--- src/hw/pe_pkg.sv ---
package pe_pkg;

    //////////////////////////////
    // widths and depths
    //////////////////////////////

    // ifmap values and filter weights
    localparam int data_width = 16;
    // partial sums
    localparam int psum_width = 32;
    // columns sharing the bus
    localparam int num_col = 4;
    // column index plus broadcast bit on top
    localparam int id_width = $clog2(num_col) + 1;
    // weight store entries
    localparam int wbuf_depth = 16;
    localparam int wbuf_ptr_width = $clog2(wbuf_depth);
    // kernel size field on the config bus
    localparam int ksize_width = 8;

    //////////////////////////////
    // enums
    //////////////////////////////

    // data-path word kind
    typedef enum logic {
        PKT_IFMAP,
        PKT_PSUM
    } pkt_kind_t;

    // weight buffer fsm
    typedef enum logic [1:0] {
        WB_EMPTY,
        WB_LOADING,
        WB_READY
    } wb_state_t;

    //////////////////////////////
    // structs
    //////////////////////////////

    // one data-path word on the shared bus
    typedef struct packed {
        logic                  valid;
        pkt_kind_t             kind;
        logic [id_width-1:0]   id;
        logic [data_width-1:0] ifmap;
        logic [psum_width-1:0] psum;
    } bus_word_t;

    // configuration strobes with their payload
    typedef struct packed {
        logic                   flush_tag;
        logic [id_width-1:0]    tag;
        logic                   flush_kernel;
        logic [ksize_width-1:0] kernel_size;
        logic                   fltr_valid;
        logic [data_width-1:0]  fltr_data;
    } cfg_t;

    // accepted operation handed to the pe
    typedef struct packed {
        logic                  op_valid;
        pkt_kind_t             kind;
        logic [data_width-1:0] ifmap;
        logic [psum_width-1:0] psum;
    } pe_op_t;

    // kernel size must fit the weight store and be nonzero
    function automatic logic ksize_valid(input logic [ksize_width-1:0] k);
        return (k != '0) && (k <= ksize_width'(wbuf_depth));
    endfunction

endpackage
--- src/hw/pe_slot_top.sv ---
module pe_slot_top import pe_pkg::*; (
    input  logic                  clk,
    input  logic                  rstn,
    input  cfg_t                  cfg,
    input  bus_word_t             bus_in,
    output logic                  ready,
    output logic                  kernel_busy,
    output logic                  result_valid,
    output logic [psum_width-1:0] result_psum
);

    // multicaster to weight buffer
    wb_state_t              buf_state;
    logic                   wr_en;
    logic [data_width-1:0]  wr_data;
    logic                   flush_kernel;
    logic [ksize_width-1:0] kernel_size;
    logic                   rd_en;
    logic                   rewind;

    // weight buffer and multicaster to pe
    logic [data_width-1:0]  weight;
    pe_op_t                 pe_op;

    //////////////////////////////
    // producer
    //////////////////////////////

    multicaster u_multicaster (
        .clk          (clk),
        .rstn         (rstn),
        .cfg          (cfg),
        .bus_in       (bus_in),
        .buf_state    (buf_state),
        .ready        (ready),
        .kernel_busy  (kernel_busy),
        .wr_en        (wr_en),
        .wr_data      (wr_data),
        .flush_kernel (flush_kernel),
        .kernel_size  (kernel_size),
        .rd_en        (rd_en),
        .rewind       (rewind),
        .pe_op        (pe_op)
    );

    //////////////////////////////
    // buffer
    //////////////////////////////

    weight_buffer u_weight_buffer (
        .clk          (clk),
        .rstn         (rstn),
        .flush_kernel (flush_kernel),
        .kernel_size  (kernel_size),
        .wr_en        (wr_en),
        .wr_data      (wr_data),
        .rd_en        (rd_en),
        .rewind       (rewind),
        .weight       (weight),
        .buf_state    (buf_state)
    );

    //////////////////////////////
    // consumer
    //////////////////////////////

    pe_mac u_pe_mac (
        .clk          (clk),
        .rstn         (rstn),
        .pe_op        (pe_op),
        .weight       (weight),
        .kernel_size  (kernel_size),
        .result_valid (result_valid),
        .result_psum  (result_psum)
    );

endmodule

--- src/hw/pe_mac.sv ---
module pe_mac import pe_pkg::*; (
    input  logic                   clk,
    input  logic                   rstn,
    input  pe_op_t                 pe_op,
    input  logic [data_width-1:0]  weight,
    input  logic [ksize_width-1:0] kernel_size,
    output logic                   result_valid,
    output logic [psum_width-1:0]  result_psum
);

    logic [psum_width-1:0]          acc_q;
    logic [ksize_width-1:0]         win_cnt;
    logic [ksize_width-1:0]         ksize_last;
    logic signed [2*data_width-1:0] prod;
    logic signed [psum_width-1:0]   prod_ext;
    logic                           do_psum;
    logic                           do_ifmap;
    logic                           win_end;

    //////////////////////////////
    // operation decode
    //////////////////////////////

    assign do_psum  = pe_op.op_valid && (pe_op.kind == PKT_PSUM);
    assign do_ifmap = pe_op.op_valid && (pe_op.kind == PKT_IFMAP);

    // last ifmap of the window
    assign ksize_last = kernel_size - 1'b1;
    assign win_end    = (win_cnt == ksize_last);

    //////////////////////////////
    // signed multiply
    //////////////////////////////

    // weight arrives alongside the op
    assign prod = $signed(pe_op.ifmap) * $signed(weight);

    // sign extend up to psum width
    assign prod_ext = psum_width'(prod);

    //////////////////////////////
    // accumulator and window count
    //////////////////////////////

    always_ff @(posedge clk or negedge rstn) begin
        if (!rstn) begin
            acc_q        <= '0;
            win_cnt      <= '0;
            result_valid <= 1'b0;
        end else begin
            result_valid <= 1'b0;
            if (do_psum) begin
                // load incoming partial sum, fresh window
                acc_q   <= pe_op.psum;
                win_cnt <= '0;
            end else if (do_ifmap) begin
                // wraps modulo 2^psum_width
                acc_q <= acc_q + prod_ext;
                if (win_end) begin
                    win_cnt      <= '0;
                    result_valid <= 1'b1;
                end else begin
                    win_cnt <= win_cnt + 1'b1;
                end
            end
        end
    end

    // accumulator keeps its value after the window closes
    assign result_psum = acc_q;

endmodule

--- src/hw/weight_buffer.sv ---
module weight_buffer import pe_pkg::*; (
    input  logic                   clk,
    input  logic                   rstn,
    input  logic                   flush_kernel,
    input  logic [ksize_width-1:0] kernel_size,
    input  logic                   wr_en,
    input  logic [data_width-1:0]  wr_data,
    input  logic                   rd_en,
    input  logic                   rewind,
    output logic [data_width-1:0]  weight,
    output wb_state_t              buf_state
);

    logic [data_width-1:0]     mem [wbuf_depth];
    logic [wbuf_ptr_width-1:0] wr_ptr;
    logic [wbuf_ptr_width-1:0] rd_ptr;
    logic [ksize_width-1:0]    ksize_last;
    logic                      load_we;
    logic                      wr_last;
    logic                      rd_last;

    // index of the final kernel entry
    assign ksize_last = kernel_size - 1'b1;

    assign wr_last = (ksize_width'(wr_ptr) == ksize_last);
    assign rd_last = (ksize_width'(rd_ptr) == ksize_last);

    // writes count only while loading a usable kernel
    // a strobe in the flush cycle itself is ignored
    assign load_we = wr_en && !flush_kernel && (buf_state == WB_LOADING)
                     && ksize_valid(kernel_size);

    //////////////////////////////
    // load fsm and pointers
    //////////////////////////////

    always_ff @(posedge clk or negedge rstn) begin
        if (!rstn) begin
            buf_state <= WB_EMPTY;
            wr_ptr    <= '0;
            rd_ptr    <= '0;
        end else if (flush_kernel) begin
            // restart loading from entry 0
            buf_state <= WB_LOADING;
            wr_ptr    <= '0;
            rd_ptr    <= '0;
        end else begin
            case (buf_state)
                WB_LOADING: begin
                    if (!ksize_valid(kernel_size)) begin
                        buf_state <= WB_EMPTY;
                    end else if (load_we) begin
                        wr_ptr <= wr_ptr + 1'b1;
                        if (wr_last) begin
                            buf_state <= WB_READY;
                        end
                    end
                end
                WB_READY: begin
                    // circular replay over kernel_size entries
                    if (rewind) begin
                        rd_ptr <= '0;
                    end else if (rd_en) begin
                        rd_ptr <= rd_last ? '0 : rd_ptr + 1'b1;
                    end
                end
                default: begin
                    // empty, wait for the next flush
                end
            endcase
        end
    end

    //////////////////////////////
    // storage and read port
    //////////////////////////////

    // registered read, weight valid the cycle after rd_en
    always_ff @(posedge clk) begin
        if (load_we) begin
            mem[wr_ptr] <= wr_data;
        end
        if (rd_en) begin
            weight <= mem[rd_ptr];
        end
    end

endmodule

--- src/hw/multicaster.sv ---
module multicaster import pe_pkg::*; (
    input  logic                   clk,
    input  logic                   rstn,
    input  cfg_t                   cfg,
    input  bus_word_t              bus_in,
    input  wb_state_t              buf_state,
    output logic                   ready,
    output logic                   kernel_busy,
    output logic                   wr_en,
    output logic [data_width-1:0]  wr_data,
    output logic                   flush_kernel,
    output logic [ksize_width-1:0] kernel_size,
    output logic                   rd_en,
    output logic                   rewind,
    output pe_op_t                 pe_op
);

    //////////////////////////////
    // tag register
    //////////////////////////////

    logic [id_width-1:0] tag_q;
    logic                tag_lock;

    // lock stays set until reset
    always_ff @(posedge clk or negedge rstn) begin
        if (!rstn) begin
            tag_q    <= '0;
            tag_lock <= 1'b0;
        end else if (cfg.flush_tag) begin
            tag_q    <= cfg.tag;
            tag_lock <= 1'b1;
        end
    end

    //////////////////////////////
    // kernel size register
    //////////////////////////////

    logic [ksize_width-1:0] ksize_q;

    always_ff @(posedge clk or negedge rstn) begin
        if (!rstn) begin
            ksize_q <= '0;
        end else if (cfg.flush_kernel) begin
            ksize_q <= cfg.kernel_size;
        end
    end

    assign kernel_size = ksize_q;

    // flush goes straight through, buffer restarts on the same edge
    assign flush_kernel = cfg.flush_kernel;

    // filter weights straight to the store
    assign wr_en   = cfg.fltr_valid;
    assign wr_data = cfg.fltr_data;

    //////////////////////////////
    // readiness
    //////////////////////////////

    // busy only while a usable kernel is loading
    // an invalid size drops the buffer to empty, never busy
    assign kernel_busy = (buf_state == WB_LOADING) && ksize_valid(ksize_q);

    assign ready = tag_lock && !kernel_busy && (buf_state == WB_READY);

    //////////////////////////////
    // id match and acceptance
    //////////////////////////////

    logic id_match;
    logic bcast;
    logic accept;

    // top id bit means every column
    assign bcast    = bus_in.id[id_width-1];
    assign id_match = (bus_in.id == tag_q) || bcast;
    assign accept   = bus_in.valid && ready && id_match;

    // weight read lines up with the ifmap, one cycle later at the pe
    assign rd_en = accept && (bus_in.kind == PKT_IFMAP);

    // psum starts a fresh window, replay from entry 0
    assign rewind = accept && (bus_in.kind == PKT_PSUM);

    //////////////////////////////
    // operation register to pe
    //////////////////////////////

    always_ff @(posedge clk or negedge rstn) begin
        if (!rstn) begin
            pe_op <= '0;
        end else begin
            pe_op.op_valid <= accept;
            // payload follows only on acceptance
            if (accept) begin
                pe_op.kind  <= bus_in.kind;
                pe_op.ifmap <= bus_in.ifmap;
                pe_op.psum  <= bus_in.psum;
            end
        end
    end

endmodule

--- config.mk ---
export PLATFORM = sky130hd
export DESIGN_NAME = pe_slot_top
export DESIGN_NICKNAME = d
export VERILOG_FILES = /design/src/hw/pe_pkg.sv /design/src/hw/pe_slot_top.sv /design/src/hw/pe_mac.sv /design/src/hw/weight_buffer.sv /design/src/hw/multicaster.sv
export SDC_FILE = /design/constraint.sdc
export NUM_CORES = 1
export LEC_CHECK = 0
export BUFFER_PORTS_ARGS = -buffer_cell sky130_fd_sc_hd__buf_2
export CORE_ASPECT_RATIO = 0.6
export CORE_UTILIZATION = 30
export CTS_CLUSTER_DIAMETER = 50
export DETAILED_ROUTE_END_ITERATION = 6
export PLACE_DENSITY_LB_ADDON = 0.15
export SLEW_MARGIN = 25
export SYNTH_ARGS = -nofsm -noshare
export SYNTH_HDL_FRONTEND = slang
export SYNTH_SLANG_ARGS = --single-unit
--- constraint.sdc ---
create_clock -name clk -period 7.3 [get_ports clk]
set_clock_uncertainty 0.15 [all_clocks]
set_input_delay 1.46 -clock clk [delete_from_list [all_inputs] [get_ports clk]]
set_output_delay 1.46 -clock clk [all_outputs]
set_load 0.01 [all_outputs]
* Word-level counts from Yosys, hierarchy flattened
Memories as Yosys holds them, arrays and structs flattened. A register that Yosys moved wholly into a read port is not among the register bits.
Index checks and enable logic that the tools add are counted.
** Word-level totals
- Register bits after elaboration :: 113
- Bits in writable memories :: 256
- Bits of input ports :: 85
- Word-level logic and storage cells :: 81
- Memories :: 1
** Memory list
- u_weight_buffer.mem :: words 16, width 16, read ports 1, clocked after memory_dff 1, write ports 1, line weight_buffer.sv:14 : logic [data_width-1:0] mem [wbuf_depth];
** Operators by class
- $add $sub $neg :: 5
- $mul :: 1
- Order comparisons :: 1
- Equality and inequality tests :: 8
- Multiplexer cells :: 24
- Bitwise logic cells :: 2
- Reductions and logical operators :: 26
** Operators with widths (number)
- 2-to-1 mux 32 bit :: 2
- 2-to-1 mux 4 bit :: 9
- adder 32 bit :: 1
- multiplier 16 x 16 -> 32 bit :: 1
- 2-to-1 mux 8 bit :: 3
- == test 4 x 8 -> 1 bit :: 2
- logical AND 1 bit :: 13
- 2-to-1 mux 2 bit :: 5
- nonzero test 2 bit :: 5
- adder 4 x 1 -> 4 bit, second input constant :: 2
- adder 8 x 1 -> 8 bit, second input constant :: 1
- == test 8 bit :: 1
- less-or-equal comparator 8 x 5 -> 1 bit, second input constant :: 1
- nonzero test 8 bit :: 1
- subtractor 8 x 1 -> 8 bit, second input constant :: 1
- != test 3 x 2 -> 1 bit, second input constant :: 2
- AND reduction 3 bit :: 2
- 2-to-1 mux 1 bit :: 5
- == test 3 bit :: 1
- nonzero test 3 bit :: 1
- == test 2 x 1 -> 1 bit, second input constant :: 1
- == test 2 bit, second input constant :: 1
- logical NOT 1 bit :: 2
- NOT 1 bit :: 2
- 2 further kinds :: 2

* Depth between registers and ports, before layout
Gate-level depths: netlist of the first run.
- Word-level depth :: 13
- Gate-level depth with buffers :: 24
- Gate-level depth less buffers :: 23

* Modules after synthesis
Synthesis of the first run repeated with hierarchy kept, for this count alone.
** Second synthesis, totals
- Cell total of the unflattened synthesis :: 2279
- Area, all modules :: 26992.1 um^2
** Modules (own cells, without submodules)
- pe_mac :: times used 1, cells each 1408, area an instance 12954.9 um^2, seq. area each 1026.0 um^2
- weight_buffer :: times used 1, cells each 587, area an instance 11093.1 um^2, seq. area each 8418.1 um^2
- multicaster :: times used 1, cells each 284, area an instance 2944.1 um^2, seq. area each 1551.5 um^2

* Worst setup path after synthesis of the first run
No wires, ideal clock.
- Path kind :: reg2reg
- From :: register u_weight_buffer.weight[1] (read register of u_weight_buffer.mem)
- To :: register u_pe_mac.acc_q[27], in the netlist u_pe_mac.result_psum[27]
- Arrival :: 6.039 ns
- Path slack :: 1.034 ns
- Stages on the path, launching flop included :: 23
- Buffers on the path :: 1
- Cells stage by stage :: edfxtp_1 clkbuf_1 nand2_1 inv_1 fa_1 inv_1 fa_1 inv_1 fa_1 fa_1 fa_1 inv_1 fa_1 inv_1 ha_1 a21o_1 a211o_1 o22ai_1 o21ba_2 a21oi_1 xnor2_1 nor2_1 o2bb2ai_1
** On the way
- Longest elaborated chain between the ends :: 4
** Ends and longest elaborated chain
- from (decl) :: line weight_buffer.sv:10 : output logic [data_width-1:0] weight,
- multiplier 16 x 16 -> 32 bit :: line pe_mac.sv:36 : assign prod = $signed(pe_op.ifmap) * $signed(weight);
- adder 32 bit :: line pe_mac.sv:58 : acc_q <= acc_q + prod_ext;
- 2-to-1 mux 32 bit :: line pe_mac.sv:56 : end else if (do_ifmap) begin
- 2-to-1 mux 32 bit :: line pe_mac.sv:52 : if (do_psum) begin
- to (signal assigned) :: line pe_mac.sv:54 : acc_q <= pe_op.psum;
- to (signal assigned) :: line pe_mac.sv:58
- to (decl) :: line pe_mac.sv:11 : logic [psum_width-1:0] acc_q;
Every way passes these cells. The select of a mux whose other input is x is not followed.
A chain may end at the register's enable or synchronous reset.

* Worst setup path after layout of the first run
- From :: register u_weight_buffer.weight[3] (read register of u_weight_buffer.mem)
- To :: register u_pe_mac.acc_q[27], in the netlist u_pe_mac.result_psum[27]
Same word-level chain as after synthesis.

==> impl_metrics.yaml, run 1 <==
layout:
  post-route-util: 0.348
  drive_gt1_frac: 0.163
  nets: 2740
  ff_latch_area_sq_um: 11000
  syn2layout_area_growth_pct: 14.5
  multi_input_area_sq_um: 13600
  fin_area_sq_um: 29900
  fill_cells: 8455
global_route:
  grt_overflow_total: 0
  grt_pass1_wl_um: 111000
  grt_start_max_net_pins: 56
  antenna_found_initial: 1
  grt_usage: 0.169
  grt_pass1_vias: 17600
clock_tree:
  htreeDepth: 2
  clk_latency_ns: 0.60
  holdBufCountCts: 0
  clockRootBuffer: "clkbuf_16"
  clockBufferDepth: 3
  post_cts.repair.setup_buffers: 0
  cts_inserted_buffers: 49
  clock-sinks: 385
  tritoncts: "yes"
  cts_resized: 0
  path_clk_slew_ns: 0.06
sta:
  post-route-period-util: 0.940
  hold_viol_final: 0
  tns_ns: 0
  max_slew.worst_pin.slew_ns: 1.03
  fmax_mhz: 146
  setup-violations-final: 0
  holdWs_ns: 0.329
  rsz0062_at_grt: "no"
  relSlewSlack: 0.310
  period_minus_slack_ns: 6.87
  maxSlewViolCount: 0
synthesis:
  synthArstFlopShare: 0.294
  yosys_register_bits: 385
  synth_flop_cell: "edfxtp_1"
  ys_seq_area_frac: 0.421
  ys_top_cells_by_area: "edfxtp_1, fa_1, dfrtp_1"
  syn_area_per_cell_sq_um: 12.3
  yosysMostFrequentCell: "inv_1"
  synth_edf_count: 272
  syn-num-nets: 2605
  yosysUniqueCellTypes: 59
  synthTopCellsByCount: "inv_1, fa_1, edfxtp_1, nand2_1, and2_1"
  yosys.area.top_type: "edfxtp_1"
  yosysWarnings: 0
  synth_area_sq_um: 26100
  synthCells: 2122
  synth_top_area_share: 0.313
placed_design:
  portBuffers: 119
  dp_hpwl_um: 54500
  dpl-instance-area_sq_um: 28200
  gp_congestion: 0.855
drt:
  postRouteAntennaNets: 0
  wirelength_um: 72300
  wl_per_cell_um: 21.0
  firstDrtPassIters: 6
  dr_total_vias: 16200
  drt_iter0_markers: 1012
  drcViolationCount: 0
  via_per_inst: 4.69
hold_path:
  min_path_type: "flop to flop"
die:
  core_area_sq_um: 85900
  die_area_sq_um: 88300
  die_x_um: 383
  die_h_um: 231
  rows: 83
  ioPinCount: 120
  start_util: 0.304
worst_setup_path:
  critPathMaxFanout: 11
  cp.arrival_ns: 7.23
  cp-end-kind: "flop"
  path_class: "flop to flop"
  start_kind: "flop"
  critPathRequiredTime_ns: 7.67
status:
  status: "finished, final reports clean"
power_and_ir_drop:
  p_per_area_nw_per_um2: 164
  peakVddDrop_mv: 0.146
  p_leak_nw: 13.0
job:
  drv_cap: 0
## routing by layer
metal,up-vias,GRT usage,wire [um]
li1,7305,-,-
met1,8407,0.264,37600
met2,369,0.237,29500
met3,76,0.0317,3900
met4,0,0.0371,1300
met5,-,0,0
## cells by family after synthesis
group,Yosys count,synth area share
buf+inv,430,0.0624
mux,163,0.0811
xor+xnor,65,0.0218
simple gates,463,0.0857
compound gates,218,0.0537
flops,385,0.421
fa+ha+maj,398,0.274
## metrics by stage
stage / setup WS, ns / total power [mW] / cells
floorplan: 1.03 / 2.45 / 2122
global placement: 0.606 / 2.53 / 3353
detailed placement: 0.468 / 2.53 / 3353
CTS: 0.439 / 4.99 / 3443
global route: 0.0787 / 5.07 / 3443
finish: 0.435 / 4.92 / 3444
## final timing paths
path	from	to	slack, ns	cells past startpoint
setup / recovery	u_weight_buffer.weight[3]	u_pe_mac.result_psum[27]	0.44	20
hold / removal	u_multicaster.tag_lock	u_multicaster.tag_lock	0.33	1
setup reg to reg	u_weight_buffer.weight[3]	u_pe_mac.result_psum[27]	0.44	20
hold reg to reg	u_multicaster.tag_lock	u_multicaster.tag_lock	0.33	1
max in group asynchronous	rstn	u_multicaster.pe_op[49]	4.67	3
min in group asynchronous	rstn	u_multicaster.pe_op[30]	0.70	1
## placed cells by master, fill, tap and decap left out, drive strengths merged, types with 5 or more instances in the layout
cell type / count
a21oi: 63
mux4: 32
nor4: 7
xnor2: 42
mux2i: 61
nor2b: 8
and2: 131
clkbuf: 59
ha: 106
a21o: 12
nand2: 181
fa: 292
a22oi: 22
clkinv: 17
nand3: 18
a221oi: 16
dfrtp: 113
a31oi: 10
nor3: 9
inv: 356
nor2: 74
nor3b: 5
buf: 168
o21a: 5
edfxtp: 272
xor2: 23
mux2: 70
and3: 10
o21ai: 55
nand2b: 6
## where the power goes
part / internal [mW] / switching [mW] / total [mW]
combinational: 0.0451 / 0.0765 / 0.122
clock: 1.41 / 1.03 / 2.44
sequential: 2.35 / 0.0101 / 2.36
total: 3.81 / 1.12 / 4.92
## worst max-delay path: stages, from the launching register on
cell and delay [ns]:
edfxtp_1 0.62, and2_1 0.28, fa_1 0.69, inv_1 0.11
fa_1 0.54, inv_1 0.29, fa_1 0.51, fa_1 0.51
fa_1 0.52, inv_1 0.06, fa_1 0.48, inv_1 0.05
ha_1 0.34, a21o_1 0.22, a211o_1 0.30, o22ai_1 0.16
o21ba_2 0.18, a21oi_1 0.38, xnor2_1 0.18, nor2_1 0.06
o2bb2ai_1 0.15
## registers in the layout (all words and copies together) (netlist names)
signal	count
u_multicaster.tag_q	3
u_pe_mac.win_cnt	8
u_pe_mac.result_valid	1
u_multicaster.kernel_size	8
u_weight_buffer.wr_ptr	4
u_multicaster.tag_lock	1
u_weight_buffer.buf_state	2
u_weight_buffer.weight	16
u_weight_buffer.rd_ptr	4
u_pe_mac.result_psum	32
u_weight_buffer.mem	256
u_multicaster.pe_op	50
## cell type report
cell class / count / share of cell area
multi-input cells: 1307 / 0.453
flip-flops and latches: 385 / 0.368
well taps: 1147 / 0.0480
clock buffers: 59 / 0.0447
inverters: 346 / 0.0434
repair buffers: 168 / 0.0323
clock inverters: 31 / 0.0108
diodes: 1 / 0.0000836
(Power assumes the default switching activity.)
==> inputs of run 2 (changes only) <==
CORE_UTILIZATION = 45   (was 30)
==> run 2 against run 1 <==
Global-route usage grew 7.4 points. Count of clock-buffer cells in the layout shrank 8. Highest routed layer is now met5. Sequential cell count did not move. Register-to-register slack got worse by 0.10 ns. Hold slack got worse by 0.0044 ns. Largest cell class unchanged. Critical endpoint is now u_pe_mac.result_psum[31]. Fmax fell by 1.5%. Sequential power about the same. Die area fell by 33%.
==> impl_metrics.yaml, run 2 (same netlist as run 1, synthesis figures left out) <==
global_route:
  grt_start_max_net_pins: 80
  antenna_found_initial: 3
  grt_pass1_vias: 17000
  grt_pass1_wl_um: 107000
  grt_overflow_total: 0
  grt_usage: 0.243
sta:
  maxSlewViolCount: 0
  setup-violations-final: 0
  max_slew.worst_pin.slew_ns: 1.05
  fmax_mhz: 144
  tns_ns: 0
  rsz0062_at_grt: "no"
  period_minus_slack_ns: 6.97
  relSlewSlack: 0.296
  post-route-period-util: 0.954
  hold_viol_final: 0
layout:
  final_cells: 3029
  nets: 2720
  drive_gt1_frac: 0.154
  layout_common_cells: "inv_1, fa_1, edfxtp_1"
  largest_reg_flops: 256
  top_register: "u_weight_buffer.mem"
  final_common_cell: "inv_1"
  syn2layout_area_growth_pct: 11.7
  fill_cells: 4855
drt:
  drt_iter0_markers: 1701
  drcViolationCount: 0
  dr_total_vias: 16400
  firstDrtPassIters: 5
  via_per_inst: 5.42
  wirelength_um: 68900
  postRouteAntennaNets: 0
  wl_per_cell_um: 22.8
clock_tree:
  clk_latency_ns: 0.57
  post_cts.repair.setup_buffers: 0
  clockBufferDepth: 3
  cts_resized: 0
  cts_inserted_buffers: 45
  path_clk_slew_ns: 0.06
  htreeDepth: 2
  tritoncts: "yes"
  holdBufCountCts: 0
  clock-sinks: 385
  clockRootBuffer: "clkbuf_16"
worst_setup_path:
  max_stage_delay_ns: 0.72
  r2r_end: "u_pe_mac.result_psum[31]"
  r2r_start: "u_weight_buffer.weight[1]"
  r2r_cells: 21
  crit_chain: "nand2_1 > inv_1 > fa_1 > inv_1 > fa_1 > inv_1 > fa_1 > fa_1 > fa_1 > inv_1 > fa_1 > inv_1 > ha_1 > a21o_1 > a211o_1 > o22ai_1 > o21ba_2 > a21oi_1 > o31ai_1 > nor2_1 > nand3b_1"
  start_kind: "flop"
  critPathRequiredTime_ns: 7.64
  r2r_setup_slack_ns: 0.33
  cp-end-kind: "flop"
  cp.arrival_ns: 7.31
  crit_slowest_cell: "fa_1"
  path_class: "flop to flop"
  cpMostUsedCell: "fa_1"
  critPathMaxFanout: 7
die:
  die_x_um: 313
  ioPinCount: 120
  die_h_um: 189
  rows: 67
  start_util: 0.462
  core_area_sq_um: 56600
  die_area_sq_um: 59100
hold_path:
  min_path_type: "flop to flop"
  hold_depth: 1
  min_from: "u_multicaster.tag_lock"
  hold_end: "u_multicaster.tag_lock"
power_and_ir_drop:
  seqPwrFrac: 0.491
  p_total_mw: 4.81
  p_int_mw: 3.76
  clkPwrFrac: 0.484
  switching_share: 0.217
  p_per_area_nw_per_um2: 165
  peakVddDrop_mv: 0.147
  p_leak_nw: 12.9
  p_sw_mw: 1.05
  combPwrFrac: 0.025
status:
  status: "finished, final reports clean"
placed_design:
  portBuffers: 119
  gp_congestion: 0.917
  dp_hpwl_um: 51800
  dp.cells: 2949
job:
  drv_cap: 0
## run 2: through the flow
step / setup slack [ns] / hold slack [ns] / instance area [sq um] / util
2_1_floorplan: 1.03 / 0.290 / 26100 / -
3_3_place_gp: 0.640 / 0.308 / 27600 / 0.489
3_5_place_dp: 0.479 / 0.309 / 27700 / 0.489
4_1_cts: 0.423 / 0.323 / 29200 / 0.515
5_1_grt: 0.0497 / 0.339 / 29200 / 0.516
6_report: 0.333 / 0.324 / 29200 / 0.516
## run 2: cell type report
type                            instances  area, sq um  area share
Antenna cell                            1         2.50   0.0000858
Tap cell                              759          950      0.0325
Clock inverter                         28          368      0.0126
Timing Repair Buffer                  152          853      0.0292
Sequential cell                       385        11000       0.377
Clock buffer                           51         1150      0.0394
Multi-Input combinational cell       1307        13600       0.465
Inverter                              346         1300      0.0445
## run 2: worst max-delay path by stage
stage | to | startpoint | cells after the start | slack [ns]
2_1_floorplan | u_pe_mac.result_psum[27] | u_weight_buffer.weight[1] | 22 | 1.03
3_3_place_gp | u_pe_mac.result_psum[27] | u_weight_buffer.weight[1] | 21 | 0.64
6_report | u_pe_mac.result_psum[31] | u_weight_buffer.weight[1] | 21 | 0.33
5_1_grt | u_pe_mac.result_psum[27] | u_weight_buffer.weight[1] | 21 | 0.05
4_1_cts | u_pe_mac.result_psum[27] | u_weight_buffer.weight[1] | 21 | 0.42
3_5_place_dp | u_pe_mac.result_psum[27] | u_weight_buffer.weight[1] | 21 | 0.48
## run 2: power groups by stage
stage | clock network, mW | registers, mW | logic (mW)
detailed placement | 0 | 2.40 | 0.122
CTS | 2.37 | 2.36 | 0.123
global route | 2.46 | 2.36 | 0.135
finish | 2.33 | 2.36 | 0.121
floorplan | 0 | 2.40 | 0.0501
global placement | 0 | 2.40 | 0.119
## run 2: worst max-delay path: cells and delay by family, from the launching register on
| family | cells | cell delay [ns] |
|---|---|---|
| AO/OA/AOI/OAI | 6 | 1.45 |
| adder cells (fa/ha/maj) | 7 | 3.67 |
| buffers and inverters | 5 | 0.63 |
| flip-flops | 1 | 0.54 |
| AND/OR/NAND/NOR | 3 | 0.44 |
## run 2: per-layer routing
metal  GRT usage  vias to the layer above  wire, um
li1            -                     7269         -
met1       0.412                     8439     35400
met2       0.308                      627     26000
met3      0.0603                       64      6590
met4      0.0385                        4       887
met5           0                        -        23
